### src/i3c_ccc_pkg.sv
// I3C CCC shared definitions

package i3c_ccc_pkg;

  // One byte on the I3C bus
  typedef logic [7:0] ccc_byte_t;

  // Queue size register, TX RX IBI CR from the top byte down
  typedef logic [31:0] queue_size_t;

  // Broadcast codes
  localparam ccc_byte_t CCC_BCAST_ENTHDR0 = 8'h20;
  localparam ccc_byte_t CCC_BCAST_RSTACT  = 8'h2A;

  // Direct codes
  localparam ccc_byte_t CCC_DIRECT_RSTACT = 8'h9A;
  localparam ccc_byte_t CCC_DIRECT_GETMWL = 8'h8B;
  localparam ccc_byte_t CCC_DIRECT_GETMRL = 8'h8C;

  // RSTACT defining bytes
  localparam ccc_byte_t RSTACT_NO_RESET         = 8'h00;
  localparam ccc_byte_t RSTACT_PERIPHERAL_RESET = 8'h01;

  // Bits shifted out per response
  localparam int unsigned RESP_BITS = 8;

  // Remaining-bit counter, holds 0 to RESP_BITS
  typedef logic [$clog2(RESP_BITS + 1)-1:0] resp_cnt_t;

  // Position of each byte inside a CCC frame
  typedef enum logic [1:0] {
    ST_IDLE    = 2'd0,
    ST_CODE    = 2'd1,
    ST_DEFBYTE = 2'd2,
    ST_DATA    = 2'd3
  } frame_state_e;

endpackage

### src/ccc_frame_ctrl.sv
// CCC frame sequencer
`timescale 1ns/1ps

module ccc_frame_ctrl (
  input  logic                   clk_i,
  input  logic                   rst_ni,

  input  i3c_ccc_pkg::ccc_byte_t rx_byte_i,
  input  logic                   rx_byte_valid_i,
  input  logic                   frame_start_i,
  input  logic                   frame_stop_i,

  output logic                   code_valid_o,
  output logic                   defbyte_valid_o,
  output logic                   data_valid_o
);

  i3c_ccc_pkg::frame_state_e state_q;
  i3c_ccc_pkg::frame_state_e state_d;

  logic byte_accept;
  logic code_has_defbyte;

  // Start and stop win over a byte in the same cycle
  assign byte_accept = rx_byte_valid_i && !frame_start_i && !frame_stop_i;

  // Strobes follow the byte in the same cycle
  assign code_valid_o    = byte_accept && (state_q == i3c_ccc_pkg::ST_CODE);
  assign defbyte_valid_o = byte_accept && (state_q == i3c_ccc_pkg::ST_DEFBYTE);
  assign data_valid_o    = byte_accept && (state_q == i3c_ccc_pkg::ST_DATA);

  // Only RSTACT carries a defining byte here
  always_comb begin
    case (rx_byte_i)
      i3c_ccc_pkg::CCC_BCAST_RSTACT,
      i3c_ccc_pkg::CCC_DIRECT_RSTACT: begin
        code_has_defbyte = 1'b1;
      end
      default: begin
        code_has_defbyte = 1'b0;
      end
    endcase
  end

  always_comb begin
    state_d = state_q;
    if (frame_stop_i) begin
      state_d = i3c_ccc_pkg::ST_IDLE;
    end else if (frame_start_i) begin
      state_d = i3c_ccc_pkg::ST_CODE;
    end else if (rx_byte_valid_i) begin
      case (state_q)
        i3c_ccc_pkg::ST_CODE: begin
          if (code_has_defbyte) begin
            state_d = i3c_ccc_pkg::ST_DEFBYTE;
          end else begin
            state_d = i3c_ccc_pkg::ST_DATA;
          end
        end
        i3c_ccc_pkg::ST_DEFBYTE: begin
          state_d = i3c_ccc_pkg::ST_DATA;
        end
        // Idle bytes are dropped, data stays data
        default: begin
          state_d = state_q;
        end
      endcase
    end
  end

  always_ff @(posedge clk_i or negedge rst_ni) begin
    if (!rst_ni) begin
      state_q <= i3c_ccc_pkg::ST_IDLE;
    end else begin
      state_q <= state_d;
    end
  end

endmodule

### src/ccc.sv
// CCC field latch and decoder
`timescale 1ns/1ps

module ccc (
  input  logic                     clk_i,
  input  logic                     rst_ni,

  input  i3c_ccc_pkg::ccc_byte_t   rx_byte_i,
  input  logic                     code_valid_i,
  input  logic                     defbyte_valid_i,
  input  logic                     data_valid_i,

  input  i3c_ccc_pkg::queue_size_t queue_size_i,

  output i3c_ccc_pkg::ccc_byte_t   resp_byte_o,
  output logic                     resp_load_o,

  output logic                     is_in_hdr_mode_o,

  output i3c_ccc_pkg::ccc_byte_t   rst_action_o,
  output logic                     rst_action_valid_o
);

  i3c_ccc_pkg::ccc_byte_t code_q;
  i3c_ccc_pkg::ccc_byte_t defbyte_q;
  i3c_ccc_pkg::ccc_byte_t data_q;
  logic                   code_valid_q;
  logic                   defbyte_valid_q;

  i3c_ccc_pkg::ccc_byte_t tx_buf_size;
  i3c_ccc_pkg::ccc_byte_t rx_buf_size;
  logic                   is_getmxl;
  logic                   is_rstact;

  // Code 0x00 after reset decodes to nothing
  always_ff @(posedge clk_i or negedge rst_ni) begin
    if (!rst_ni) begin
      code_q          <= '0;
      code_valid_q    <= 1'b0;
      defbyte_valid_q <= 1'b0;
    end else begin
      if (code_valid_i) begin
        code_q <= rx_byte_i;
      end
      code_valid_q    <= code_valid_i;
      defbyte_valid_q <= defbyte_valid_i;
    end
  end

  // Payload bytes
  always_ff @(posedge clk_i) begin
    if (defbyte_valid_i) begin
      defbyte_q <= rx_byte_i;
    end
    // Kept for SETMWL/SETMRL, not decoded yet
    if (data_valid_i) begin
      data_q <= rx_byte_i;
    end
  end

  assign tx_buf_size = queue_size_i[31:24];
  assign rx_buf_size = queue_size_i[23:16];

  always_comb begin
    resp_byte_o = '0;
    is_getmxl   = 1'b0;
    is_rstact   = 1'b0;
    case (code_q)
      i3c_ccc_pkg::CCC_DIRECT_GETMRL: begin
        resp_byte_o = rx_buf_size;
        is_getmxl   = 1'b1;
      end
      i3c_ccc_pkg::CCC_DIRECT_GETMWL: begin
        resp_byte_o = tx_buf_size;
        is_getmxl   = 1'b1;
      end
      i3c_ccc_pkg::CCC_BCAST_RSTACT,
      i3c_ccc_pkg::CCC_DIRECT_RSTACT: begin
        is_rstact = 1'b1;
      end
      default: ;
    endcase
  end

  // One load per code byte, not per cycle the code is held
  assign resp_load_o = code_valid_q && is_getmxl;

  // Level until another code is latched
  assign is_in_hdr_mode_o = (code_q == i3c_ccc_pkg::CCC_BCAST_ENTHDR0);

  always_comb begin
    rst_action_o       = '0;
    rst_action_valid_o = 1'b0;
    if (defbyte_valid_q && is_rstact) begin
      case (defbyte_q)
        i3c_ccc_pkg::RSTACT_NO_RESET,
        i3c_ccc_pkg::RSTACT_PERIPHERAL_RESET: begin
          rst_action_o       = defbyte_q;
          rst_action_valid_o = 1'b1;
        end
        default: ;
      endcase
    end
  end

endmodule

### src/ccc_resp_shifter.sv
// CCC response serializer
`timescale 1ns/1ps

module ccc_resp_shifter (
  input  logic                   clk_i,
  input  logic                   rst_ni,

  input  i3c_ccc_pkg::ccc_byte_t resp_byte_i,
  input  logic                   resp_load_i,
  input  logic                   tx_bit_req_i,

  output logic                   tx_bit_o,
  output logic                   tx_active_o
);

  i3c_ccc_pkg::ccc_byte_t shift_q;
  i3c_ccc_pkg::resp_cnt_t bits_left_q;

  // Bits still to go, zero means idle
  always_ff @(posedge clk_i or negedge rst_ni) begin
    if (!rst_ni) begin
      bits_left_q <= '0;
    end else if (resp_load_i) begin
      bits_left_q <= i3c_ccc_pkg::resp_cnt_t'(i3c_ccc_pkg::RESP_BITS);
    end else if (tx_bit_req_i && tx_active_o) begin
      bits_left_q <= bits_left_q - 1'b1;
    end
  end

  // Load beats shift, a new response restarts from its MSB
  always_ff @(posedge clk_i) begin
    if (resp_load_i) begin
      shift_q <= resp_byte_i;
    end else if (tx_bit_req_i && tx_active_o) begin
      shift_q <= {shift_q[6:0], 1'b0};
    end
  end

  assign tx_active_o = (bits_left_q != '0);

  assign tx_bit_o = tx_active_o & shift_q[7];

endmodule

### src/ccc_top.sv
// CCC front end top level
`timescale 1ns/1ps

module ccc_top (
  input  logic                     clk_i,
  input  logic                     rst_ni,

  input  i3c_ccc_pkg::ccc_byte_t   rx_byte_i,
  input  logic                     rx_byte_valid_i,
  input  logic                     frame_start_i,
  input  logic                     frame_stop_i,

  input  i3c_ccc_pkg::queue_size_t queue_size_i,
  input  logic                     tx_bit_req_i,

  output logic                     is_in_hdr_mode_o,
  output i3c_ccc_pkg::ccc_byte_t   rst_action_o,
  output logic                     rst_action_valid_o,
  output logic                     tx_bit_o,
  output logic                     tx_active_o
);

  logic                   code_valid;
  logic                   defbyte_valid;
  logic                   data_valid;

  i3c_ccc_pkg::ccc_byte_t resp_byte;
  logic                   resp_load;

  ccc_frame_ctrl u_frame_ctrl (
    .clk_i           (clk_i),
    .rst_ni          (rst_ni),
    .rx_byte_i       (rx_byte_i),
    .rx_byte_valid_i (rx_byte_valid_i),
    .frame_start_i   (frame_start_i),
    .frame_stop_i    (frame_stop_i),
    .code_valid_o    (code_valid),
    .defbyte_valid_o (defbyte_valid),
    .data_valid_o    (data_valid)
  );

  ccc u_ccc (
    .clk_i              (clk_i),
    .rst_ni             (rst_ni),
    .rx_byte_i          (rx_byte_i),
    .code_valid_i       (code_valid),
    .defbyte_valid_i    (defbyte_valid),
    .data_valid_i       (data_valid),
    .queue_size_i       (queue_size_i),
    .resp_byte_o        (resp_byte),
    .resp_load_o        (resp_load),
    .is_in_hdr_mode_o   (is_in_hdr_mode_o),
    .rst_action_o       (rst_action_o),
    .rst_action_valid_o (rst_action_valid_o)
  );

  // Bits leave MSB first as the bus asks for them
  ccc_resp_shifter u_resp_shifter (
    .clk_i        (clk_i),
    .rst_ni       (rst_ni),
    .resp_byte_i  (resp_byte),
    .resp_load_i  (resp_load),
    .tx_bit_req_i (tx_bit_req_i),
    .tx_bit_o     (tx_bit_o),
    .tx_active_o  (tx_active_o)
  );

endmodule

### config.mk
export PLATFORM = sky130hd
export DESIGN_NAME = ccc_top
export DESIGN_NICKNAME = d
export VERILOG_FILES = /design/src/i3c_ccc_pkg.sv /design/src/ccc_frame_ctrl.sv /design/src/ccc.sv /design/src/ccc_resp_shifter.sv /design/src/ccc_top.sv
export SDC_FILE = /design/constraint.sdc
export NUM_CORES = 1
export LEC_CHECK = 0
export BUFFER_PORTS_ARGS = -buffer_cell sky130_fd_sc_hd__buf_2
export CAP_MARGIN = 25
export CELL_PAD_IN_SITES_DETAIL_PLACEMENT = 1
export CELL_PAD_IN_SITES_GLOBAL_PLACEMENT = 2
export CORE_MARGIN = 1
export CORE_UTILIZATION = 33
export CTS_CLUSTER_SIZE = 25
export DETAILED_ROUTE_END_ITERATION = 8
export HOLD_SLACK_MARGIN = 0.02
export PLACE_DENSITY = 0.86
export SLEW_MARGIN = 10
export SYNTH_ARGS = -nofsm -noshare
export SYNTH_HDL_FRONTEND = slang
export SYNTH_SLANG_ARGS = --single-unit
### constraint.sdc
create_clock -name clk_i -period 4.56 [get_ports clk_i]
set_input_delay 0.684 -clock clk_i [delete_from_list [all_inputs] [get_ports clk_i]]
set_output_delay 0.684 -clock clk_i [all_outputs]
set_load 0.05 [all_outputs]
==> results.toml <==
[status]
status = "finished, violations left"
violations = "DRC"

[power_and_ir_drop]
clkPwrFrac = 0.259
power.ir.vdd_worst_v = 0.000147
report.power.total_uw = 871
switching_power_uw = 289
p_per_area_nw_per_um2 = 469
internal_power_uw = 583
leakagePower_uw = 0.000778
swShare = 0.331
combPwrFrac = 0.272
pwr-share-seq = 0.469

[critical_path]
crit_arrival_ns = 1.99
startpoint = "u_resp_shifter.bits_left_q[0]"
cp.required_ns = 3.88
cp-start-kind = "register"
timing_worst_setup_path_type = "reg2out"
crit-reg2reg-launch = "u_ccc.code_q[1]"
endpoint_kind = "primary output"
worstPathMaxFanout = 4

[place]
gp_congestion = 0.762
dpl.hpwl_um = 2660
port_buffers = 34
post_dp_cell_area_um2 = 1770

[sta]
whs_ns = 0.304
hold_viol_final = 0
worstMarginPinSlew_ns = 0.737
period_needed_ns = 2.67
drv_slew = 0
fmax_mhz = 374
rsz0062_at_grt = "no"
fin_worst_skew_ns = 0.00868
relSlewSlack = 0.505
min_period_over_period = 0.586
fin_setup_tns_ns = 0
finalSetupViolations = 0

[global_routing]
grt-ovfl-total = 0
grt-busiest-layer = "met2"
grt_use_met1 = 0.161
antenna_found_initial = 0
grt_pass1_wl_um = 5530
grt_usage = 0.148
met2_usage = 0.260
grt_max_degree = 17
grt_pass1_vias = 1202
grtUsageMet3 = 0.0295

[cts]
cts-resized-gates = 0
htree_levels = 2
cts.sinks = 32
hold_buffers = 0
cts.clk_slew.worst_paths_ns = 0.07
root_buffer = "clkbuf_8"
clk_latency_ns = 0.29
clockBufferDepth = 2
numCtsBuffers = 5
cts_tree = "built"
postCtsSetupBuffers = 0

[die]
fp.dieW_um = 71.4
dieArea_um2 = 5100
initial_core_util = 0.353
ioPinCount = 58
rows = 24
die_h_um = 71.4
core_area_um2 = 4500

[synthesis]
synth_area_leaders = "edfxtp_1 30%, dfrtp_1 25%, mux2_2 5.7%"
synthArstFlopShare = 0.500
yosysWarnings = 0
synthCells = 126
synth_edf_count = 16
ys.flop_type = "edfxtp_1"
avgSynthCellArea_um2 = 12.6
yosysTopAreaCell = "edfxtp_1"
ys_types = 36
yosysTopAreaCellShare = 0.302
ys_seq_area_frac = 0.554
synth-seq-cells = 32
synth_commonest_cells = "16 x dfrtp_1, 16 x edfxtp_1, 8 x a22oi_1, 8 x inv_1, 8 x mux2_2"
syn-cell-area_um2 = 1590

[cells_and_area]
antenna_cells = 0
finalNetCount = 213
finalInstanceArea_um2 = 1860
drive_above_1_share = 0.329
fillers = 491
area_delta_synth_final_pct = 17.0

[run]
max-cap-violations = 0

[detailed_routing]
drt_iter0_drc = 43
remaining_drc_errors = 2
wl_per_cell_um = 15.7
dr.pass1.iters = 6
finalWirelength_um = 3400
via_per_inst = 5.13
vias = 1108
ant_nets = 0

[worst_hold_path]
hold_class = "in2async"
[placed cells by master, fill, tap and decap left out, types with 2 or more instances in the layout]
master     instances
and3_1             2
ha_1               4
clkbuf_8           6
and3b_1            2
a22oi_1            8
mux2_2             8
edfxtp_1          16
o21a_1             3
nor2b_1            2
nand2_1            5
buf_2             34
clkinv_2           2
a21oi_1            3
inv_1              8
nor3_1             4
nor4b_1            2
dfrtp_1           16
conb_1             7
o2bb2ai_1          7
nor3b_1            4
nor2_1             6
[final cells by class]
type                            instances  area, um2  share of cell area
Multi-Input combinational cell         82        621               0.334
Tap cell                               52       65.1              0.0350
Sequential cell                        32        881               0.474
Timing Repair Buffer                   34        170              0.0915
Clock inverter                          2       10.0             0.00538
Inverter                                8       30.0              0.0162
Clock buffer                            6       82.6              0.0444
[worst paths after layout]
kind	endpoint	slack (ns)	cells after the start
min reg2reg	u_resp_shifter.shift_q[3]	0.53	1
max	tx_bit_o	1.89	6
max in group asynchronous	u_ccc.code_q[0]	3.97	1
max reg2reg	u_resp_shifter.shift_q[1]	2.61	3
min	u_resp_shifter.bits_left_q[2]	0.30	1
min in group clk_i	u_resp_shifter.shift_q[3]	0.53	1
[routing by layer]
metal | wire length, um | vias up
met5 | 0 | -
met4 | 106 | 0
met3 | 113 | 7
met2 | 1820 | 24
met1 | 1360 | 547
li1 | - | 530
[power groups by stage]
stage | sequential (uW) | combinational [uW] | clock (uW)
finish | 409 | 237 | 226
global route | 417 | 262 | 245
CTS | 410 | 241 | 231
detailed placement | 416 | 241 | 0
global placement | 410 | 222 | 0
floorplan | 402 | 188 | 0
[state kept, by name, indices dropped and copies added, names as in the netlist]
name                        flops
u_ccc.code_q                    8
u_ccc.code_valid_q              1
u_ccc.defbyte_q                 8
u_ccc.defbyte_valid_q           1
u_frame_ctrl.state_q            2
u_resp_shifter.bits_left_q      4
u_resp_shifter.shift_q          8
[stage by stage]
stage / std cells / util / setup WS (ns)
after global routing: 216 / 0.413 / 1.68
after floorplan: 132 / - / 1.97
after CTS: 216 / 0.413 / 1.88
after global placement: 208 / 0.392 / 2.30
final: 216 / 0.413 / 1.89
after detailed placement: 208 / 0.392 / 2.20
[critical path: stages (launching register included)]
cell	delay, ns
dfrtp_1	0.40
inv_1	0.11
ha_1	0.20
nor3b_1	0.44
inv_1	0.15
and2_1	0.18
buf_2	0.20
[cell families (layout without fill, tap and decap cells)]
group,Yosys count,after routing,synth area share
compound gates,28,28,0.142
buf+inv,18,50,0.0693
flops,32,32,0.554
other cells,1,7,0.00236
simple gates,35,35,0.144
mux,8,8,0.0567
fa+ha+maj,4,4,0.0315
No activity file was read; power rests on OpenSTA's default activity.
